===== src/hw/ldp_pkg.sv =====
// Fixed 64-bit bus with small bursts; ring sizes and frame size must be whole bursts
package ldp_pkg;

    // ======================================================================
    // Bus widths
    // ======================================================================
    localparam int DATA_W = 64;
    localparam int ADDR_W = 64;
    localparam int STRB_W = DATA_W / 8;

    // AXI fixed fields; the slave uses INCR bursts of full-width beats
    localparam logic [1:0] AXI_BURST_INCR = 2'b01;
    localparam logic [2:0] AXI_SIZE_FULL  = 3'($clog2(STRB_W));

    // ======================================================================
    // Burst geometry
    // ======================================================================
    localparam int FD_BURST_BYTES = 64;
    localparam int MD_BURST_BYTES = 16;
    localparam int FD_BEATS       = FD_BURST_BYTES >> AXI_SIZE_FULL;
    localparam int MD_BEATS       = MD_BURST_BYTES >> AXI_SIZE_FULL;

    // Frame-data bursts go to one ring this many times before switching rings
    localparam int BURSTS_PER_GROUP = 4;

    // Host-RAM layout, all values in bytes
    typedef struct packed {
        logic [ADDR_W-1:0] fd0_base;
        logic [ADDR_W-1:0] fd1_base;
        logic [ADDR_W-1:0] fd_size;
        logic [ADDR_W-1:0] md0_base;
        logic [ADDR_W-1:0] md1_base;
        logic [ADDR_W-1:0] md_size;
        logic [ADDR_W-1:0] fc_addr;
        logic [ADDR_W-1:0] frame_size;
    } ring_cfg_t;

    // One AW request; size and burst type come from the constants above
    typedef struct packed {
        logic [ADDR_W-1:0] addr;
        logic [7:0]        len;
    } aw_req_t;

    // One W beat
    typedef struct packed {
        logic [DATA_W-1:0] data;
        logic [STRB_W-1:0] strb;
        logic              last;
    } w_beat_t;

    // The two metadata words captured for each frame
    typedef struct packed {
        logic [DATA_W-1:0] word0;
        logic [DATA_W-1:0] word1;
    } md_pair_t;

endpackage


===== src/hw/fd_addr_gen.sv =====
// Ring bases and fd_size must stay fixed while out of reset; fd_size is a whole number of bursts
`timescale 1ns/1ps

module fd_addr_gen (
    input  logic                       clk,
    input  logic                       resetn,
    input  ldp_pkg::ring_cfg_t         cfg,
    input  logic                       fd_step,
    output logic [ldp_pkg::ADDR_W-1:0] fd_addr
);
    import ldp_pkg::*;

    // Position within the ping-pong group, running 1 to 2*BURSTS_PER_GROUP
    logic [$clog2(2*BURSTS_PER_GROUP+1)-1:0] group_cnt;

    // Byte offset of the next burst inside each ring
    logic [ADDR_W-1:0] off0;
    logic [ADDR_W-1:0] off1;

    // High while the second half of the group targets ring 1
    logic ring_sel;

    // Advances an offset by one burst and wraps at the ring size
    function automatic logic [ADDR_W-1:0] next_off(input logic [ADDR_W-1:0] off,
                                                   input logic [ADDR_W-1:0] size);
        logic [ADDR_W-1:0] nxt;
        nxt = off + ADDR_W'(FD_BURST_BYTES);
        return (nxt >= size) ? '0 : nxt;
    endfunction

    assign ring_sel = (group_cnt > BURSTS_PER_GROUP);
    assign fd_addr  = ring_sel ? (cfg.fd1_base + off1) : (cfg.fd0_base + off0);

    always_ff @(posedge clk) begin
        if (!resetn) begin
            group_cnt <= 1;
            off0      <= '0;
            off1      <= '0;
        end else if (fd_step) begin
            // Only the ring that was just used moves on
            if (ring_sel)
                off1 <= next_off(off1, cfg.fd_size);
            else
                off0 <= next_off(off0, cfg.fd_size);

            if (group_cnt == $bits(group_cnt)'(2 * BURSTS_PER_GROUP))
                group_cnt <= 1;
            else
                group_cnt <= group_cnt + 1'b1;
        end
    end

    // The offset registers and the group select together keep the
    // address inside the ring that is currently in use
    a_fd_in_ring: assert property (@(posedge clk) disable iff (!resetn)
        ring_sel ? (fd_addr >= cfg.fd1_base && fd_addr < cfg.fd1_base + cfg.fd_size)
                 : (fd_addr >= cfg.fd0_base && fd_addr < cfg.fd0_base + cfg.fd_size))
        else $error("fd_addr 0x%0h is outside the selected ring", fd_addr);

endmodule


===== src/hw/md_capture.sv =====
// Takes exactly two metadata words per frame; frame_start must not come before both are held
`timescale 1ns/1ps

module md_capture (
    input  logic                       clk,
    input  logic                       resetn,
    input  logic                       frame_start,
    input  logic [ldp_pkg::DATA_W-1:0] md_data,
    input  logic                       md_valid,
    output logic                       md_ready,
    output ldp_pkg::md_pair_t          md,
    output logic                       md_full
);
    import ldp_pkg::*;

    typedef enum logic [1:0] {MD_IDLE, MD_WORD0, MD_WORD1, MD_FULL} md_state_t;

    md_state_t state;
    logic      md_fire;

    // The stream is only open while one of the two words is awaited
    assign md_ready = (state == MD_WORD0) || (state == MD_WORD1);
    assign md_full  = (state == MD_FULL);
    assign md_fire  = md_valid & md_ready;

    // ======================================================================
    // Capture FSM
    // ======================================================================
    always_ff @(posedge clk) begin
        if (!resetn) begin
            state <= MD_IDLE;
        end else if (frame_start) begin
            // A new frame drops the previous pair and opens the stream again
            state <= MD_WORD0;
        end else if (md_fire) begin
            if (state == MD_WORD0)
                state <= MD_WORD1;
            else
                state <= MD_FULL;
        end
    end

    // Payload registers follow the FSM
    always_ff @(posedge clk) begin
        if (md_fire && state == MD_WORD0)
            md.word0 <= md_data;
        if (md_fire && state == MD_WORD1)
            md.word1 <= md_data;
    end

    // The W side only starts a frame after it has sent the previous pair,
    // so a new frame never lands in the middle of a capture
    a_no_restart: assert property (@(posedge clk) disable iff (!resetn)
        frame_start |-> !md_ready)
        else $error("frame_start arrived while metadata capture was under way");

endmodule


===== src/hw/aw_sequencer.sv =====
// Requests per frame are fixed by cfg.frame_size; the fd stream must hold valid until accepted
`timescale 1ns/1ps

module aw_sequencer (
    input  logic                       clk,
    input  logic                       resetn,
    input  ldp_pkg::ring_cfg_t         cfg,
    input  logic                       frame_idle,
    input  logic                       fd_valid,
    input  logic [ldp_pkg::ADDR_W-1:0] fd_addr,
    output ldp_pkg::aw_req_t           aw,
    output logic                       aw_valid,
    input  logic                       aw_ready,
    output logic                       fd_step
);
    import ldp_pkg::*;

    typedef enum logic [2:0] {AW_FIRST, AW_FD, AW_MD0, AW_MD1, AW_FC} aw_state_t;

    aw_state_t         state;
    logic [ADDR_W-1:0] fd_total;
    logic [ADDR_W-1:0] fd_cnt;
    logic [ADDR_W-1:0] md_off;
    logic [ADDR_W-1:0] md_next;
    logic              aw_fire;
    logic              start_req;
    logic              start_q;
    logic              start_rise;
    logic              start_pend;

    assign fd_total = cfg.frame_size / ADDR_W'(FD_BURST_BYTES);
    assign aw_fire  = aw_valid & aw_ready;
    assign fd_step  = aw_fire && (state == AW_FIRST || state == AW_FD);

    // A frame is announced once the W side waits with data ready.
    // The stream holds valid, so this rises exactly once per frame
    assign start_req  = frame_idle & fd_valid;
    assign start_rise = start_req & ~start_q;

    // Metadata slot for the next frame, wrapping at the ring size
    assign md_next = (md_off + ADDR_W'(MD_BURST_BYTES) >= cfg.md_size) ?
                     '0 : md_off + ADDR_W'(MD_BURST_BYTES);

    // ======================================================================
    // Request decode
    // ======================================================================
    always_comb begin
        aw_valid = 1'b1;
        aw.addr  = fd_addr;
        aw.len   = 8'(FD_BEATS - 1);
        case (state)
            // The pending flag keeps valid up once W has taken the first beat
            AW_FIRST: aw_valid = start_req | start_pend;
            AW_FD: ;
            AW_MD0: begin
                aw.addr = cfg.md0_base + md_off;
                aw.len  = 8'(MD_BEATS - 1);
            end
            AW_MD1: begin
                aw.addr = cfg.md1_base + md_off;
                aw.len  = 8'(MD_BEATS - 1);
            end
            AW_FC: begin
                aw.addr = cfg.fc_addr;
                aw.len  = 8'd0;
            end
            default: aw_valid = 1'b0;
        endcase
    end

    always_ff @(posedge clk) begin
        if (!resetn) begin
            state      <= AW_FIRST;
            fd_cnt     <= '0;
            md_off     <= '0;
            start_q    <= 1'b0;
            start_pend <= 1'b0;
        end else begin
            start_q <= start_req;
            // An accept in AW_FIRST consumes the announced frame, unless the
            // next frame is announced in the same cycle
            if (state == AW_FIRST && aw_fire)
                start_pend <= start_pend & start_rise;
            else
                start_pend <= start_pend | start_rise;

            if (aw_fire) begin
                case (state)
                    AW_FIRST, AW_FD: begin
                        if (fd_cnt + 1'b1 == fd_total) begin
                            fd_cnt <= '0;
                            state  <= AW_MD0;
                        end else begin
                            fd_cnt <= fd_cnt + 1'b1;
                            state  <= AW_FD;
                        end
                    end
                    AW_MD0: state <= AW_MD1;
                    AW_MD1: state <= AW_FC;
                    AW_FC: begin
                        md_off <= md_next;
                        state  <= AW_FIRST;
                    end
                    default: state <= AW_FIRST;
                endcase
            end
        end
    end

    a_aw_stable: assert property (@(posedge clk) disable iff (!resetn)
        aw_valid && !aw_ready |=> aw_valid && $stable(aw))
        else $error("AW request changed before it was accepted");

    // An INCR burst must not cross a 4 KB page of host memory
    a_aw_4k: assert property (@(posedge clk) disable iff (!resetn)
        aw_valid |->
        (32'(aw.addr[11:0]) + (32'(aw.len) + 1) * STRB_W) <= 4096)
        else $error("AW burst at 0x%0h crosses a 4 KB boundary", aw.addr);

endmodule


===== src/hw/w_sequencer.sv =====
// Frame data passes straight through; metadata beats wait for md_full, counter beat is 32 bits
`timescale 1ns/1ps

module w_sequencer (
    input  logic                       clk,
    input  logic                       resetn,
    input  ldp_pkg::ring_cfg_t         cfg,
    input  logic [ldp_pkg::DATA_W-1:0] fd_data,
    input  logic                       fd_valid,
    output logic                       fd_ready,
    input  ldp_pkg::md_pair_t          md,
    input  logic                       md_full,
    output ldp_pkg::w_beat_t           w,
    output logic                       w_valid,
    input  logic                       w_ready,
    output logic                       frame_idle,
    output logic                       frame_start
);
    import ldp_pkg::*;

    typedef enum logic [2:0] {
        W_IDLE, W_FD, W_MD00, W_MD01, W_MD10, W_MD11, W_FC
    } w_state_t;

    w_state_t                    state;
    logic [$clog2(FD_BEATS)-1:0] beat;
    logic [ADDR_W-1:0]           fd_total;
    logic [ADDR_W-1:0]           burst_cnt;
    logic [31:0]                 frame_cnt;
    logic                        w_fire;
    logic                        fd_last;
    logic                        in_md;

    assign fd_total    = cfg.frame_size / ADDR_W'(FD_BURST_BYTES);
    assign fd_last     = (beat == $bits(beat)'(FD_BEATS - 1));
    assign in_md       = state inside {W_MD00, W_MD01, W_MD10, W_MD11};
    assign w_fire      = w_valid & w_ready;
    assign frame_idle  = (state == W_IDLE);
    assign frame_start = frame_idle & w_fire;

    // ======================================================================
    // Beat mux
    // ======================================================================
    always_comb begin
        fd_ready = 1'b0;
        w_valid  = 1'b0;
        w.data   = fd_data;
        w.strb   = '1;
        w.last   = 1'b0;
        case (state)
            // Frame data goes through with no register in the path
            W_IDLE, W_FD: begin
                fd_ready = w_ready;
                w_valid  = fd_valid;
                w.last   = fd_last;
            end
            W_MD00, W_MD10: begin
                w_valid = md_full;
                w.data  = md.word0;
            end
            W_MD01, W_MD11: begin
                w_valid = md_full;
                w.data  = md.word1;
                w.last  = 1'b1;
            end
            // Same counter in both halves, so either 32-bit read sees it
            W_FC: begin
                w_valid = 1'b1;
                w.data  = {frame_cnt, frame_cnt};
                w.last  = 1'b1;
            end
            default: ;
        endcase
    end

    always_ff @(posedge clk) begin
        if (!resetn) begin
            state     <= W_IDLE;
            beat      <= '0;
            burst_cnt <= '0;
            frame_cnt <= 32'd1;
        end else if (w_fire) begin
            case (state)
                W_IDLE, W_FD: begin
                    state <= W_FD;
                    if (fd_last) begin
                        beat <= '0;
                        // The last burst of the frame hands over to metadata
                        if (burst_cnt + 1'b1 == fd_total) begin
                            burst_cnt <= '0;
                            state     <= W_MD00;
                        end else begin
                            burst_cnt <= burst_cnt + 1'b1;
                        end
                    end else begin
                        beat <= beat + 1'b1;
                    end
                end
                W_MD00: state <= W_MD01;
                W_MD01: state <= W_MD10;
                W_MD10: state <= W_MD11;
                W_MD11: state <= W_FC;
                W_FC: begin
                    frame_cnt <= frame_cnt + 1'b1;
                    state     <= W_IDLE;
                end
                default: state <= W_IDLE;
            endcase
        end
    end

    // Once the pair is held it must stay held until all four beats are out,
    // since md_capture only clears it on the next frame_start
    a_md_held: assert property (@(posedge clk) disable iff (!resetn)
        in_md && md_full |=> !in_md || md_full)
        else $error("md_full dropped while metadata beats were being sent");

endmodule


===== src/hw/ldp_manager.sv =====
// AXI write master with fixed size and burst codes; B responses are accepted and not checked
`timescale 1ns/1ps

module ldp_manager (
    input  logic                       clk,
    input  logic                       resetn,
    input  ldp_pkg::ring_cfg_t         cfg,

    // Frame-data stream
    input  logic [ldp_pkg::DATA_W-1:0] fd_data,
    input  logic                       fd_valid,
    output logic                       fd_ready,

    // Metadata stream
    input  logic [ldp_pkg::DATA_W-1:0] md_data,
    input  logic                       md_valid,
    output logic                       md_ready,

    // AXI write address
    output ldp_pkg::aw_req_t           aw,
    output logic                       aw_valid,
    input  logic                       aw_ready,

    // AXI write data
    output ldp_pkg::w_beat_t           w,
    output logic                       w_valid,
    input  logic                       w_ready,

    // AXI write response
    input  logic                       b_valid,
    output logic                       b_ready
);
    import ldp_pkg::*;

    logic              frame_idle;
    logic              frame_start;
    logic              fd_step;
    logic              md_full;
    logic [ADDR_W-1:0] fd_addr;
    md_pair_t          md;

    assign b_ready = 1'b1;

    // ======================================================================
    // Writer blocks
    // ======================================================================
    fd_addr_gen u_fd_addr_gen (
        .clk     (clk),
        .resetn  (resetn),
        .cfg     (cfg),
        .fd_step (fd_step),
        .fd_addr (fd_addr)
    );

    md_capture u_md_capture (
        .clk         (clk),
        .resetn      (resetn),
        .frame_start (frame_start),
        .md_data     (md_data),
        .md_valid    (md_valid),
        .md_ready    (md_ready),
        .md          (md),
        .md_full     (md_full)
    );

    aw_sequencer u_aw_sequencer (
        .clk        (clk),
        .resetn     (resetn),
        .cfg        (cfg),
        .frame_idle (frame_idle),
        .fd_valid   (fd_valid),
        .fd_addr    (fd_addr),
        .aw         (aw),
        .aw_valid   (aw_valid),
        .aw_ready   (aw_ready),
        .fd_step    (fd_step)
    );

    w_sequencer u_w_sequencer (
        .clk         (clk),
        .resetn      (resetn),
        .cfg         (cfg),
        .fd_data     (fd_data),
        .fd_valid    (fd_valid),
        .fd_ready    (fd_ready),
        .md          (md),
        .md_full     (md_full),
        .w           (w),
        .w_valid     (w_valid),
        .w_ready     (w_ready),
        .frame_idle  (frame_idle),
        .frame_start (frame_start)
    );

endmodule


===== config.mk =====
export PLATFORM = sky130hd
export DESIGN_NAME = ldp_manager
export DESIGN_NICKNAME = d
export VERILOG_FILES = /design/src/hw/ldp_pkg.sv /design/src/hw/fd_addr_gen.sv /design/src/hw/md_capture.sv /design/src/hw/aw_sequencer.sv /design/src/hw/w_sequencer.sv /design/src/hw/ldp_manager.sv
export SDC_FILE = /design/constraint.sdc
export NUM_CORES = 2
export LEC_CHECK = 0
export BUFFER_PORTS_ARGS = -buffer_cell sky130_fd_sc_hd__buf_2
export CAP_MARGIN = 20
export CORE_UTILIZATION = 45
export CTS_BUF_LIST = sky130_fd_sc_hd__clkbuf_8
export DETAILED_ROUTE_END_ITERATION = 6
export PLACE_DENSITY = 0.66
export REMOVE_ABC_BUFFERS = 1
export SETUP_SLACK_MARGIN = 0.05
export SLEW_MARGIN = 20
export SYNTH_ARGS = -nofsm -noshare
export SYNTH_HDL_FRONTEND = slang
export SYNTH_HIERARCHICAL = 1
export SYNTH_SLANG_ARGS = --single-unit

===== constraint.sdc =====
create_clock -name clk -period 8.6 [get_ports clk]
set_input_delay 0 -clock clk [delete_from_list [all_inputs] [get_ports clk]]
set_output_delay 0 -clock clk [all_outputs]
set_load 0.01 [all_outputs]

==> flow_summary.ini <==
[yosys]
syn-cell-area_um2 = 45900
ys_seq_area_frac = 0.238
synthFlopType = dfxtp_1
synth.avg_cell_area_um2 = 7.77
synthSimpleGateAreaFrac = 0.240
yosys.area_share.adder = 0.0986
ys_warn_count = 6
synth_top_family_by_area = simple AND/OR/NAND/NOR gates
synth-compound-area-share = 0.225
ys_types = 119
async_flop_share = 0
syn_inst = 5908
muxShareOfSynthArea = 0.0345
synth_edf_count = 128
synth_xor_area_frac = 0.115
ys_ff_latch = 481

[placement]
gp_congestion = 0.984
post-dp-hpwl_um = 142000
dp.cells = 7763
placement.io_buffers = 775

[critical_path]
ff2ff_path_depth = 19
crit_arrival_ns = 6.90
cp_slowest_stage_delay_ns = 0.88
worstPathRequired_ns = 8.60
reg2reg_from = u_fd_addr_gen/off1[6]$_SDFFE_PN0P_
slowest_stage = a2111oi_0
end_kind = primary output
crit_chain = nand2_4, mux2_2, ha_1, and3_1, and2_1, nand3_1, o21ai_0, a21oi_1, a2111oi_0, nor2_1, o21ai_1, a21o_1, xnor2_1, o21ai_0, buf_2
start_kind = flip-flop
crit_top_cell = o21ai_0
crit_path_start = u_aw_sequencer/state[0]$_SDFFE_PN0P_
crit_type = reg2out
r2r_slack_ns = 2.29
cp_max_fo = 60
rr_endpoint = u_fd_addr_gen/off1[59]$_SDFFE_PN0P_

[final_layout]
layout_common_cells = buf_2, nand2_1, nor2_1
finalNonFillerCells = 8105
drive_above_1_share = 0.169
nNetsFinal = 7651
n_fill_cell = 9608
ff_latch_area_um2 = 10900
final_common_cell = buf_2
multi_input_area_um2 = 32900
area_growth_pct = 17.7

[power]
p_int_uw = 4160
p_clk_frac = 0.428
power_leakage_uw = 0.0241
pwr-share-comb = 0.177
sw_frac_of_total = 0.310
p_seq_frac = 0.395
max-vdd-ir-drop_v = 0.000134
power.switching_uw = 1870
power.density_nw_per_um2 = 111

[detailed_routing]
finalWirelength_um = 182000
detailedRoute.firstPassIterationCount = 6
drt_iter0_drc = 4867
ant_nets = 0
avgViaCountPerCell = 5.99
drc_errors = 0
detail_route.wl_per_cell_um = 22.5
num_vias = 48500

[run]
maxCapViolations = 0

[timing]
finalHoldViolations = 0
fin_crit_sh = 0.802
report.final.slew_viol_count = 0
min_period_ns = 6.90
tightest_slew_ns = 1.19
max_freq_ghz = 0.145
slew_headroom = 0.185
tns_ns = 0
rsz0062_at_grt = false
skew_ns = 0.0461
setup_viol_count_final = 0

[global_routing]
grtUsageTotal = 0.334
grt_max_degree = 108
antenna_found_initial = 33
overflow = 0
grt_pass1_vias = 45000
grt_first_pass_wirelength_um = 266000

[floorplanning]
die_area_um2 = 103000
die_y_um = 321
ios = 797
rows = 116
die_w_um = 321
core_area_um2 = 101000
initial_core_util = 0.457

[worst_hold_path]
whs_path_depth = 2
hold_end = u_md_capture/md[94]$_DFFE_PP_
hp-class = in2reg
hold_path_startpoint = md_data[30]

[clock_network]
cts_resized = 0
cts_tree = yes
cts.path.max_buffers = 3
htreeDepth = 3
clock-root-buffer = clkbuf_8
insertion_delay_ns = 0.80
cts_buffers = 96
clock_sinks = 481
clk_pin_slew_ns = 0.06

[outcome]
outcome = finished clean
[worst max-delay path: cells and delay by family, from the launching register on]
family	cells	cell delay, ns
fa+ha+maj	1	0.37
simple gates	5	1.24
xor+xnor	1	0.13
buf+inv	1	0.19
flops	1	0.78
compound gates	6	2.83
mux	1	0.55
[state kept, by name (all words and copies together), names as in the netlist]
signal / count
u_w_sequencer/burst_cnt: 64
u_w_sequencer/state: 3
u_w_sequencer/frame_cnt: 32
u_aw_sequencer/start_q: 1
u_fd_addr_gen/off1: 58
u_aw_sequencer/fd_cnt: 64
u_aw_sequencer/start_pend: 1
u_aw_sequencer/md_off: 60
u_aw_sequencer/state: 3
u_md_capture/md: 128
u_fd_addr_gen/group_cnt: 4
u_fd_addr_gen/off0: 58
u_w_sequencer/beat: 3
u_md_capture/state: 2
[stage by stage]
| step | setup slack [ns] | instance area [µm²] | total power (µW) | utilization | hold slack, ns |
|---|---|---|---|---|---|
| after global routing | 1.38 | 54000 | 6240 | 0.537 | 0.0246 |
| after CTS | 1.62 | 54000 | 6050 | 0.537 | 0.00325 |
| after floorplan | -0.624 | 44600 | 2930 | - | 0.0619 |
| after detailed placement | 2.44 | 50500 | 3410 | 0.503 | 0.192 |
| after global placement | 2.50 | 50500 | 3400 | 0.502 | 0.188 |
| final | 1.70 | 54000 | 6020 | 0.537 | 0.0681 |
[how the worst max path moves through the flow]
stage	to	slack [ns]	cells after the start
3_5_place_dp	u_fd_addr_gen/off1[41]$_SDFFE_PN0P_	2.44	19
3_3_place_gp	u_aw_sequencer/md_off[47]$_SDFFE_PN0P_	2.50	22
6_report	aw[63]	1.70	15
4_1_cts	aw[63]	1.62	15
5_1_grt	aw[63]	1.38	15
2_1_floorplan	u_fd_addr_gen/off1[10]$_SDFFE_PN0P_	-0.62	8
[what timing repair did]
item	4_1_cts	5_1_grt
hold buffers	137	0
setup buffers	0	0
endpoints found under the hold margin	214	0
[layer usage]
| metal | wire length, µm | up-vias | global-route usage |
|---|---|---|---|
| met5 | 67 | - | 0 |
| met4 | 8520 | 12 | 0.151 |
| met3 | 14100 | 426 | 0.0557 |
| met2 | 85100 | 2083 | 0.557 |
| met1 | 74500 | 23000 | 0.421 |
| li1 | - | 23000 | - |
[cells by family after synthesis]
family                   count (synthesis)
XOR/XNOR                               604
AO/OA/AOI/OAI                         1593
other                                    3
multiplexers                           150
adder cells (fa/ha/maj)                362
AND/OR/NAND/NOR                       2165
buffers and inverters                  550
flip-flops                             481
[cell type report]
type                    count  area share
clock inverters            64     0.00845
inverters                 223      0.0155
multi-input cells        4888       0.609
flip-flops and latches    481       0.202
diodes                     24     0.00111
clock buffers             116      0.0295
well taps                1357      0.0314
repair buffers            952       0.103
[cell usage after synthesis (21+ instances only)]
library cell  instances  area [µm²]
xnor2_1             370        3240
or4_1                21         158
a21oi_1             348        1740
and4_1               47         412
a22oi_1              89         668
xor2_1              234        2050
ha_1                362        4530
dfxtp_1             353        7070
nor4_1               67         419
mux2i_1              85         851
and2_1               52         325
o21a_1               30         225
o211a_1              67         671
nor2b_1              40         250
and3_1               96         601
a31oi_1              49         307
or3_1                57         357
o31ai_1              35         263
nand3_1             195         976
buf_2                41         205
nand2_1             550        2060
nand4_1             177        1110
nand2b_1            102         638
o211ai_1             22         165
mux2_2               64         721
o21ai_0             490        2450
nor2_1              528        1980
a21o_1              191        1430
inv_1               220         826
buf_1                27         101
clkbuf_1            230         863
a22o_1               41         359
nor3_1              105         526
a211oi_1             25         188
edfxtp_1            128        3840
[power groups by stage]
stage	Sequential, µW	Clock, µW	Combinational, µW
2_1_floorplan	2430	0	503
3_3_place_gp	2430	0	978
3_5_place_dp	2430	0	984
4_1_cts	2380	2630	1040
5_1_grt	2380	2720	1130
6_report	2380	2580	1070
(Power assumes the default switching activity.)
